**src/verilog/snake_lcd_defines.svh**
```systemverilog
`ifndef SNAKE_LCD_DEFINES_SVH
`define SNAKE_LCD_DEFINES_SVH

`define BOARD_COLS   16
`define BOARD_ROWS   12
`define CELL_PX      20             // Cell edge in pixels

`define INIT_PAUSE   64             // Cycles per start-up pause
`define CLEAR_PIXELS 32             // 76800 clears the full panel

`define COLOR_BLANK  16'h1408
`define COLOR_HEAD   16'h901E
`define COLOR_BORDER 16'h0000
`define COLOR_APPLE  16'hE7F9
`define COLOR_LEAF   16'hA071       // Top row of an apple

`define RAINBOW_SEED 16'hACE1
`define RAINBOW_TAPS 16'hB400

`endif
```
**src/verilog/board_pkg.sv**
```systemverilog
package board_pkg;

    // One code per board cell as written by the game
    typedef enum logic [2:0] {
        OBJ_BLANK  = 3'd0,
        OBJ_HEAD   = 3'd1,
        OBJ_BODY   = 3'd2,
        OBJ_APPLE  = 3'd3,
        OBJ_BORDER = 3'd4
    } obj_code_t;

    typedef logic [3:0] cell_coord_t;    // Cell column or row

endpackage

```
**src/verilog/lcd_pkg.sv**
```systemverilog
package lcd_pkg;

    // SET steps advance the command table and SEND steps hold it
    typedef enum logic [2:0] {
        IDLE,
        SET_I,      // Start-up byte, strobe low
        SEND_I,     // Start-up byte, strobe high
        SET,        // Cell byte, strobe low
        SEND        // Cell byte, strobe high
    } update_t;

    typedef logic [7:0]  lcd_byte_t;     // One byte on the 8080 bus

    typedef logic [4:0]  cmd_idx_t;      // Step in the command table

    typedef logic [15:0] rgb565_t;

    typedef logic [16:0] pix_count_t;    // Pixel and pause counter

endpackage

```
**src/verilog/snake_lcd_top.sv**
```systemverilog
`timescale 1ns/100ps

module snake_lcd_top (
    input  logic                   clk,
    input  logic                   nrst,
    input  logic                   cell_we,
    input  board_pkg::cell_coord_t cell_x,
    input  board_pkg::cell_coord_t cell_y,
    input  board_pkg::obj_code_t   cell_code,
    output lcd_pkg::lcd_byte_t     lcd_d,
    output logic                   lcd_dcx,
    output logic                   lcd_wrx,
    output logic                   busy,
    output logic                   init_done
);

    logic                   draw_req, draw_take, any_dirty, drawing;
    logic                   pause, cmd_finished, rainbow_step;
    board_pkg::cell_coord_t draw_x, draw_y;
    board_pkg::obj_code_t   draw_code;
    lcd_pkg::update_t       mode;
    lcd_pkg::rgb565_t       rainbow_color;

    cell_board u_board (
        .clk(clk), .nrst(nrst), .cell_we(cell_we), .cell_x(cell_x), .cell_y(cell_y),
        .cell_code(cell_code), .draw_take(draw_take), .draw_req(draw_req),
        .draw_x(draw_x), .draw_y(draw_y), .draw_code(draw_code), .any_dirty(any_dirty)
    );

    lcd_sequencer u_seq (
        .clk(clk), .nrst(nrst), .draw_req(draw_req), .draw_code(draw_code),
        .pause(pause), .cmd_finished(cmd_finished), .mode(mode), .draw_take(draw_take),
        .rainbow_step(rainbow_step), .init_done(init_done), .drawing(drawing)
    );

    command_lut u_lut (
        .clk(clk), .nrst(nrst), .mode(mode), .obj_code(draw_code), .x(draw_x), .y(draw_y),
        .rainbow_color(rainbow_color), .lcd_d(lcd_d), .lcd_dcx(lcd_dcx), .pause(pause),
        .cmd_finished(cmd_finished)
    );

    rainbow_rand u_rainbow (
        .clk(clk), .nrst(nrst), .enable(rainbow_step), .rainbow_color(rainbow_color)
    );

    // Strobe low in set cycles except while a start-up pause runs
    assign lcd_wrx = !((mode == lcd_pkg::SET) || ((mode == lcd_pkg::SET_I) && !pause));

    assign busy = !init_done || drawing || any_dirty;

endmodule

```
**src/verilog/lcd_sequencer.sv**
```systemverilog
`timescale 1ns/100ps

module lcd_sequencer (
    input  logic                 clk,
    input  logic                 nrst,
    input  logic                 draw_req,
    input  board_pkg::obj_code_t draw_code,
    input  logic                 pause,
    input  logic                 cmd_finished,
    output lcd_pkg::update_t     mode,
    output logic                 draw_take,
    output logic                 rainbow_step,
    output logic                 init_done,
    output logic                 drawing
);

    typedef enum logic [1:0] {
        ST_INIT,
        ST_IDLE,
        ST_DRAW
    } seq_state_t;

    seq_state_t       state, next_state;
    lcd_pkg::update_t next_mode;

    always_ff @(posedge clk or negedge nrst) begin
        if (!nrst) begin
            state     <= ST_INIT;
            mode      <= lcd_pkg::IDLE;
            init_done <= 1'b0;
        end else begin
            state <= next_state;
            mode  <= next_mode;
            if ((state == ST_INIT) && (next_state == ST_IDLE))
                init_done <= 1'b1;
        end
    end

    always_comb begin
        next_state = state;
        next_mode  = mode;
        case (state)
            ST_INIT: begin
                case (mode)
                    lcd_pkg::SET_I: begin
                        if (!pause)                  // Strobe stays high while waiting
                            next_mode = lcd_pkg::SEND_I;
                    end
                    lcd_pkg::SEND_I: begin
                        if (cmd_finished) begin
                            next_mode  = lcd_pkg::IDLE;
                            next_state = ST_IDLE;
                        end else begin
                            next_mode = lcd_pkg::SET_I;
                        end
                    end
                    default: next_mode = lcd_pkg::SET_I;
                endcase
            end
            ST_IDLE: begin
                if (draw_req) begin
                    next_mode  = lcd_pkg::SET;
                    next_state = ST_DRAW;
                end
            end
            ST_DRAW: begin
                if (mode != lcd_pkg::SEND) begin
                    next_mode = lcd_pkg::SEND;
                end else if (cmd_finished) begin
                    next_mode  = lcd_pkg::IDLE;
                    next_state = ST_IDLE;
                end else begin
                    next_mode = lcd_pkg::SET;
                end
            end
            default: begin
                next_mode  = lcd_pkg::IDLE;
                next_state = ST_INIT;
            end
        endcase
    end

    assign draw_take    = (state == ST_IDLE) && draw_req;
    assign rainbow_step = draw_take && (draw_code == board_pkg::OBJ_BODY);  // One step per body cell
    assign drawing      = (state == ST_DRAW);

endmodule

```
**src/verilog/command_lut.sv**
```systemverilog
`timescale 1ns/100ps
`include "snake_lcd_defines.svh"

module command_lut (
    input  logic                   clk,
    input  logic                   nrst,
    input  lcd_pkg::update_t       mode,
    input  board_pkg::obj_code_t   obj_code,
    input  board_pkg::cell_coord_t x,
    input  board_pkg::cell_coord_t y,
    input  lcd_pkg::rgb565_t       rainbow_color,
    output lcd_pkg::lcd_byte_t     lcd_d,
    output logic                   lcd_dcx,
    output logic                   pause,
    output logic                   cmd_finished
);

    localparam lcd_pkg::cmd_idx_t I_SWRESET = 5'd1;
    localparam lcd_pkg::cmd_idx_t I_SLPOUT  = 5'd5;
    localparam lcd_pkg::cmd_idx_t I_RAMWR   = 5'd17;
    localparam lcd_pkg::cmd_idx_t I_PIX_LO  = 5'd18;
    localparam lcd_pkg::cmd_idx_t I_PIX_HI  = 5'd19;
    localparam lcd_pkg::cmd_idx_t C_RAMWR   = 5'd11;
    localparam lcd_pkg::cmd_idx_t C_PIX_LO  = 5'd12;
    localparam lcd_pkg::cmd_idx_t C_PIX_HI  = 5'd13;

    localparam lcd_pkg::pix_count_t PAUSE_LEN   = lcd_pkg::pix_count_t'(`INIT_PAUSE);
    localparam lcd_pkg::pix_count_t CLEAR_LEN   = lcd_pkg::pix_count_t'(`CLEAR_PIXELS);
    localparam lcd_pkg::pix_count_t CELL_EDGE   = lcd_pkg::pix_count_t'(`CELL_PX);
    localparam lcd_pkg::pix_count_t CELL_PIXELS = lcd_pkg::pix_count_t'(`CELL_PX * `CELL_PX);

    lcd_pkg::cmd_idx_t      step, next_step, out_step;
    lcd_pkg::pix_count_t    count, next_count, out_count;
    board_pkg::obj_code_t   cur_code;
    board_pkg::cell_coord_t cur_x, cur_y;
    lcd_pkg::rgb565_t       cell_color, pix_color;
    logic [15:0]            sc, ec, sp, ep;
    logic                   in_init, in_cell, set_phase;

    assign in_init   = (mode == lcd_pkg::SET_I) || (mode == lcd_pkg::SEND_I);
    assign in_cell   = (mode == lcd_pkg::SET) || (mode == lcd_pkg::SEND);
    assign set_phase = (mode == lcd_pkg::SET_I) || (mode == lcd_pkg::SET);

    // Board outputs are valid in the take cycle, which is always IDLE
    always_ff @(posedge clk) begin
        if (mode == lcd_pkg::IDLE) begin
            cur_code <= obj_code;
            cur_x    <= x;
            cur_y    <= y;
        end
    end

    always_ff @(posedge clk or negedge nrst) begin
        if (!nrst) begin
            step  <= '0;
            count <= '0;
        end else begin
            step  <= next_step;
            count <= next_count;
        end
    end

    assign cmd_finished =
        ((mode == lcd_pkg::SEND_I) && (step == I_PIX_HI) && (count == CLEAR_LEN)) ||
        ((mode == lcd_pkg::SEND) && (step == C_PIX_HI) && (count == CELL_PIXELS));

    always_comb begin
        next_step  = step;
        next_count = count;
        pause      = 1'b0;
        case (mode)
            lcd_pkg::SET_I: begin
                case (step)
                    I_SWRESET, I_SLPOUT: begin
                        if (count < PAUSE_LEN) begin
                            pause      = 1'b1;
                            next_count = count + 1'b1;
                        end else begin
                            next_count = '0;
                            next_step  = step + 1'b1;
                        end
                    end
                    I_RAMWR, I_PIX_HI: begin
                        next_step  = I_PIX_LO;
                        next_count = count + 1'b1;       // Counts pixels from one
                    end
                    I_PIX_LO: next_step = I_PIX_HI;
                    default:  next_step = step + 1'b1;
                endcase
            end
            lcd_pkg::SET: begin
                case (step)
                    C_RAMWR, C_PIX_HI: begin
                        next_step  = C_PIX_LO;
                        next_count = count + 1'b1;
                    end
                    C_PIX_LO: next_step = C_PIX_HI;
                    default:  next_step = step + 1'b1;
                endcase
            end
            lcd_pkg::SEND_I, lcd_pkg::SEND: begin
                if (cmd_finished) begin
                    next_step  = '0;
                    next_count = '0;
                end
            end
            default: begin
            end
        endcase
    end

    // Byte of the step being entered, held through the send cycle
    assign out_step  = set_phase ? next_step : step;
    assign out_count = set_phase ? next_count : count;

    assign sc = 16'(cur_y) * 16'(`CELL_PX);
    assign ec = sc + 16'(`CELL_PX);
    assign sp = 16'(cur_x) * 16'(`CELL_PX);
    assign ep = sp + 16'(`CELL_PX);

    always_comb begin
        case (cur_code)
            board_pkg::OBJ_HEAD:   cell_color = `COLOR_HEAD;
            board_pkg::OBJ_BODY:   cell_color = rainbow_color;
            board_pkg::OBJ_APPLE:  cell_color = (out_count <= CELL_EDGE) ? `COLOR_LEAF : `COLOR_APPLE;
            board_pkg::OBJ_BORDER: cell_color = `COLOR_BORDER;
            default:               cell_color = `COLOR_BLANK;
        endcase
    end

    assign pix_color = in_init ? `COLOR_BLANK : cell_color;

    always_comb begin
        lcd_d   = '0;
        lcd_dcx = 1'b0;
        if (in_init) begin
            lcd_dcx = out_step inside {5'd4, [5'd8:5'd11], [5'd13:5'd16], I_PIX_LO, I_PIX_HI};
            case (out_step)
                I_SWRESET: lcd_d = 8'h01;
                5'd2:      lcd_d = 8'h28;           // Display off
                5'd3:      lcd_d = 8'h3A;           // Pixel format
                5'd4:      lcd_d = 8'h55;           // 16 bits per pixel
                I_SLPOUT:  lcd_d = 8'h11;
                5'd6:      lcd_d = 8'h29;           // Display on
                5'd7:      lcd_d = 8'h2A;
                5'd11:     lcd_d = 8'hF0;
                5'd12:     lcd_d = 8'h2B;
                5'd15:     lcd_d = 8'h01;
                5'd16:     lcd_d = 8'h40;
                I_RAMWR:   lcd_d = 8'h2C;
                I_PIX_LO:  lcd_d = pix_color[7:0];
                I_PIX_HI:  lcd_d = pix_color[15:8];
                default:   lcd_d = 8'h00;
            endcase
        end else if (in_cell) begin
            lcd_dcx = out_step inside {[5'd2:5'd5], [5'd7:5'd10], C_PIX_LO, C_PIX_HI};
            case (out_step)
                5'd1:     lcd_d = 8'h2A;            // Column window from y
                5'd2:     lcd_d = sc[15:8];
                5'd3:     lcd_d = sc[7:0];
                5'd4:     lcd_d = ec[15:8];
                5'd5:     lcd_d = ec[7:0];
                5'd6:     lcd_d = 8'h2B;            // Page window from x
                5'd7:     lcd_d = sp[15:8];
                5'd8:     lcd_d = sp[7:0];
                5'd9:     lcd_d = ep[15:8];
                5'd10:    lcd_d = ep[7:0];
                C_RAMWR:  lcd_d = 8'h2C;
                C_PIX_LO: lcd_d = pix_color[7:0];
                C_PIX_HI: lcd_d = pix_color[15:8];
                default:  lcd_d = 8'h00;
            endcase
        end
    end

endmodule

```
**src/verilog/rainbow_rand.sv**
```systemverilog
`timescale 1ns/100ps
`include "snake_lcd_defines.svh"

module rainbow_rand (
    input  logic             clk,
    input  logic             nrst,
    input  logic             enable,
    output lcd_pkg::rgb565_t rainbow_color
);

    lcd_pkg::rgb565_t lfsr;

    // Galois form, shifts right and folds the taps in on a one
    always_ff @(posedge clk or negedge nrst) begin
        if (!nrst)
            lfsr <= `RAINBOW_SEED;
        else if (enable)
            lfsr <= (lfsr >> 1) ^ ({16{lfsr[0]}} & `RAINBOW_TAPS);
    end

    assign rainbow_color = lfsr;    // Held between body cells

endmodule

```
**src/verilog/cell_board.sv**
```systemverilog
`timescale 1ns/100ps
`include "snake_lcd_defines.svh"

module cell_board (
    input  logic                   clk,
    input  logic                   nrst,
    input  logic                   cell_we,
    input  board_pkg::cell_coord_t cell_x,
    input  board_pkg::cell_coord_t cell_y,
    input  board_pkg::obj_code_t   cell_code,
    input  logic                   draw_take,
    output logic                   draw_req,
    output board_pkg::cell_coord_t draw_x,
    output board_pkg::cell_coord_t draw_y,
    output board_pkg::obj_code_t   draw_code,
    output logic                   any_dirty
);

    localparam int CELLS   = `BOARD_COLS * `BOARD_ROWS;
    localparam int IDX_W   = $clog2(CELLS);
    localparam int COUNT_W = $clog2(CELLS + 1);

    localparam board_pkg::cell_coord_t LAST_COL = board_pkg::cell_coord_t'(`BOARD_COLS - 1);
    localparam board_pkg::cell_coord_t LAST_ROW = board_pkg::cell_coord_t'(`BOARD_ROWS - 1);

    board_pkg::obj_code_t   codes [CELLS];
    logic [CELLS-1:0]       dirty;
    logic [COUNT_W-1:0]     dirty_count;
    board_pkg::cell_coord_t scan_x, scan_y;
    logic [IDX_W-1:0]       wr_idx, scan_idx;
    logic                   wr_valid, set_dirty, clr_dirty;

    assign wr_valid = cell_we && (cell_x < `BOARD_COLS) && (cell_y < `BOARD_ROWS);
    assign wr_idx   = IDX_W'(cell_y * `BOARD_COLS + cell_x);
    assign scan_idx = IDX_W'(scan_y * `BOARD_COLS + scan_x);

    assign set_dirty = wr_valid && !dirty[wr_idx];
    assign clr_dirty = draw_take && !(wr_valid && (wr_idx == scan_idx));  // Same-cell write wins

    always_ff @(posedge clk) begin
        if (wr_valid)
            codes[wr_idx] <= cell_code;
    end

    always_ff @(posedge clk or negedge nrst) begin
        if (!nrst) begin
            dirty       <= '0;
            dirty_count <= '0;
        end else begin
            if (clr_dirty)
                dirty[scan_idx] <= 1'b0;
            if (wr_valid)
                dirty[wr_idx] <= 1'b1;
            dirty_count <= dirty_count + COUNT_W'(set_dirty) - COUNT_W'(clr_dirty);
        end
    end

    // Raster scan, parks on a dirty cell until it is taken
    always_ff @(posedge clk or negedge nrst) begin
        if (!nrst) begin
            scan_x <= '0;
            scan_y <= '0;
        end else if (!draw_req) begin
            if (scan_x == LAST_COL) begin
                scan_x <= '0;
                if (scan_y == LAST_ROW)
                    scan_y <= '0;
                else
                    scan_y <= scan_y + 1'b1;
            end else begin
                scan_x <= scan_x + 1'b1;
            end
        end
    end

    assign draw_req  = dirty[scan_idx];
    assign draw_x    = scan_x;
    assign draw_y    = scan_y;
    assign draw_code = codes[scan_idx];
    assign any_dirty = (dirty_count != '0);

endmodule

```
**config.mk**
```make
export PLATFORM = sky130hd
export DESIGN_NAME = snake_lcd_top
export DESIGN_NICKNAME = d
export VERILOG_FILES = /design/src/verilog/board_pkg.sv /design/src/verilog/lcd_pkg.sv /design/src/verilog/snake_lcd_top.sv /design/src/verilog/lcd_sequencer.sv /design/src/verilog/command_lut.sv /design/src/verilog/rainbow_rand.sv /design/src/verilog/cell_board.sv
export VERILOG_INCLUDE_DIRS = /design/src /design/src/verilog
export SDC_FILE = /design/constraint.sdc
export NUM_CORES = 1
export LEC_CHECK = 0
export ABC_AREA = 0
export CAP_MARGIN = 10
export CORE_MARGIN = 4
export CORE_UTILIZATION = 30
export CTS_BUF_LIST = sky130_fd_sc_hd__clkbuf_8 sky130_fd_sc_hd__clkbuf_16
export DETAILED_ROUTE_END_ITERATION = 7
export DONT_BUFFER_PORTS = 1
export SLEW_MARGIN = 5
export SYNTH_ARGS = -nofsm -noshare
export SYNTH_HDL_FRONTEND = slang
export SYNTH_SLANG_ARGS = --single-unit
export TNS_END_PERCENT = 10
```
**constraint.sdc**
```tcl
create_clock -name clk -period 10.4 [get_ports clk]
set_input_delay 1.04 -clock clk [delete_from_list [all_inputs] [get_ports clk]]
set_output_delay 1.04 -clock clk [all_outputs]
set_load 0.1 [all_outputs]
```
==> results.md <==
- Yosys Warn Count: 0
- Reg-to-Reg Start: u_board.draw_x[1]
- Number of synthesized flops with an enable pin: 587
- Fin nets: 3,020
- Worst setup SP type: flop
- Clock slew at reported path FFs: 0.06 ns
- DP HPWL: 76,100 um
- CP Capture Type: output pin
- Max_slew headroom: 12.4%
- Via density per instance: 5.64
- Ranking of synthesized cells by area: edfxtp_1, dfrtp_1, mux4_2
- Final Cycle Share: 67.4%
- CTS tree: yes
- Seq cells post-synth: 839
- WP data required: 9.36 ns
- Area share of the largest cell type after synthesis: 43.4%
- Critical path's slowest cell: a22oi_1
- GPL Wtd Cong: 0.914
- CP cell instances: inv_1 -> ha_1 -> nor3b_1 -> nand4_2 -> a211o_1 -> a22oi_1 -> nor2_1 -> and4_1 -> nand2_1 -> nor2_1 -> a2111oi_0 -> o21ai_2
- Mapped Cells: 3,042
- PortBufs: 0
- Grt ovf: 0
- Clk_lat worst skew: 0.71 ns
- Die ar.: 141,000 um2
- 1st-iter DRT viols: 3,912
- Post-route ant nets: 0
- Metal-1 WL: 48,400 um
- Distinct cells, synth: 97
- Total leakage power: 16.5 nW
- TNS Setup: 0 ns
- Initial antenna violation count: 5
- Yosys top cell by area: edfxtp_1
- Hold slack: 0.0664 ns
- Crit-path leading delay family: compound AO/OA/AOI/OAI gates
- Top layer in use: met5
- Critical path's most frequent cell: nor2_1
- Via count: 27,176
- Clock H-tree levels: 3
- Clock sink total: 839
- Min cycle time layout: 7.01 ns
- Cts bufs inserted: 88
- DRT Pass-1 Iters: 6
- Routed wl met2: 53,000 um
- Register area share after synthesis: 58.9%
- Core area: 134,000 um2
- Layout cell share with drive strength beyond 1: 17.8%
- Status: finished, final reports clean
- Root Buffer: clkbuf_16
- CTS Hold Bufs: 0
- Worst clock skew: 0.0602 ns
- WL met3: 13,100 um
- P&R area growth vs syn: 11.5%
- Largest net degree at the start of global routing: 253
- Die X: 376 um
- DRC: 0
- FFs w/ async S/R, synth: 30.0%
- Clk buf depth: 3
- Synthesized net count: 3,094
- Class of the worst hold path: input pin to async pin
- Synth Flop Type: edfxtp_1
- Worst Path Arrival: 5.97 ns
- Crit Reg-Reg Endpoint: u_board.dirty_count[6]
- Max cap viols: 0
- Vias in the first global route: 26,142
- Fin. Hold Viols: 0
- Site Rows: 134
- Post-cts gate resize count: 0
- Max Freq: 143 MHz
- Top-Level Pins: 26
- Slew @ Worst Pin: 1.31 ns
- Worst Path Buf+Inv: 1
- Most common cell in the synthesized netlist: edfxtp_1
- Post-CTS Setup Bufs: 0
- Final-layout fill cell count: 12,876
- Cells on worst reg2reg path: 24
- Die Y: 376 um
- Max FO, Critical Path: 14
- Max IR drop VDD: 147 uV
- Mapped Avg Cell Area: 13.4 um2
- Crit path kind: flop to output pin
- Final WL: 120,000 um
- PD cells: 212 nW/um2
- RSZ-0062 raised after global routing: false
- Synth top cells by count: edfxtp_1, nor2_1, nand2_1
- Worst path max stage delay: 0.87 ns
- Flop2flop setup slack: 4.05 ns
- Slew Limit Fails: 0
- Wirelength per Cell: 24.8 um
- Cell Area, Synth: 40,600 um2
- # setup viols final: 0
- Starting Density: 30.3%
- Gr usage total: 16.6%
- First-pass GRT wire length: 178,000 um
## worst max-delay path by stage
| stage | from | end | slack, ns | cells after the start |
|---|---|---|---|---|
| floorplan | u_lut.step[1] | lcd_d[3] | 2.93 | 12 |
| global placement | u_board.draw_x[1] | u_board.dirty_count[6] | 4.21 | 24 |
| detailed placement | u_board.draw_x[1] | u_board.dirty_count[6] | 4.16 | 24 |
| CTS | u_lut.step[1] | lcd_d[1] | 3.51 | 11 |
| global route | u_lut.step[1] | lcd_d[5] | 2.94 | 11 |
| finish | u_lut.step[1] | lcd_d[5] | 3.39 | 12 |
## report_power, final
group	leakage (nW)	internal, mW	total [mW]	switching, mW
clock network	1.47	1.87	3.26	1.39
registers	8.64	3.68	3.91	0.225
logic	6.43	1.05	2.42	1.37
## cell type report
| type | instances | area [um2] | area share, % |
|---|---|---|---|
| Antenna cell | 6 | 15.0 | 0.0332 |
| Tap cell | 1768 | 2210 | 4.88 |
| Timing Repair Buffer | 48 | 398 | 0.879 |
| Sequential cell | 839 | 24000 | 52.9 |
| Clock buffer | 91 | 2270 | 5.00 |
| Inverter | 182 | 683 | 1.51 |
| Multi-Input combinational cell | 1809 | 15000 | 33.2 |
| Clock inverter | 75 | 741 | 1.64 |
## layer usage
metal  track usage [%]  vias to the layer above
li1                  -                    11501
met5                 0                        -
met1              22.8                    13790
met4              6.42                        2
met2              24.9                     1556
met3              4.92                      327
## through the flow
step	worst slack [ns]	power (mW)	instances	instance area, um2	util, %
after floorplan	2.93	5.60	3042	40600	-
after global placement	4.21	6.34	4646	42300	31.6
after detailed placement	4.16	6.36	4646	42300	31.6
after CTS	3.51	9.62	4812	45300	33.8
after global routing	2.94	9.91	4812	45300	33.8
final	3.39	9.59	4818	45300	33.8
## cell families after synthesis
| group | count (synthesis) | share of synthesized area, % |
|---|---|---|
| compound gates | 558 | 8.90 |
| xor+xnor | 33 | 0.711 |
| fa+ha+maj | 38 | 1.23 |
| buf+inv | 394 | 4.27 |
| flops | 839 | 58.9 |
| mux | 315 | 16.2 |
| simple gates | 865 | 9.71 |
## cells in the final DEF (no fill, tap or decap), types with 20 or more instances in the layout
cell,instances
ha_1,35
a21oi_1,53
a22oi_1,27
clkbuf_16,91
buf_4,46
xnor2_1,24
nand3_1,99
edfxtp_1,587
nor3_1,38
inv_1,188
nor2_1,280
mux4_2,266
nand4_1,21
mux2i_1,25
and2_1,20
dfrtp_1,240
a31oi_1,150
clkinv_1,26
nand2_1,272
o21ai_0,158
## flip-flops by register name (all words and copies together) (netlist names)
signal and cells:
u_lut.cur_code 3, u_board.dirty 192, u_lut.cur_x 4, u_board.draw_y 4, u_lut.cur_y 4, u_seq.init_done 1
u_board.codes 576, u_seq.state 2, u_board.draw_x 4, u_rainbow.rainbow_color 16, u_seq.mode 3, u_lut.count 17
u_lut.step 5, u_board.dirty_count 8
Note: power is estimated with default switching activity, not from simulation.
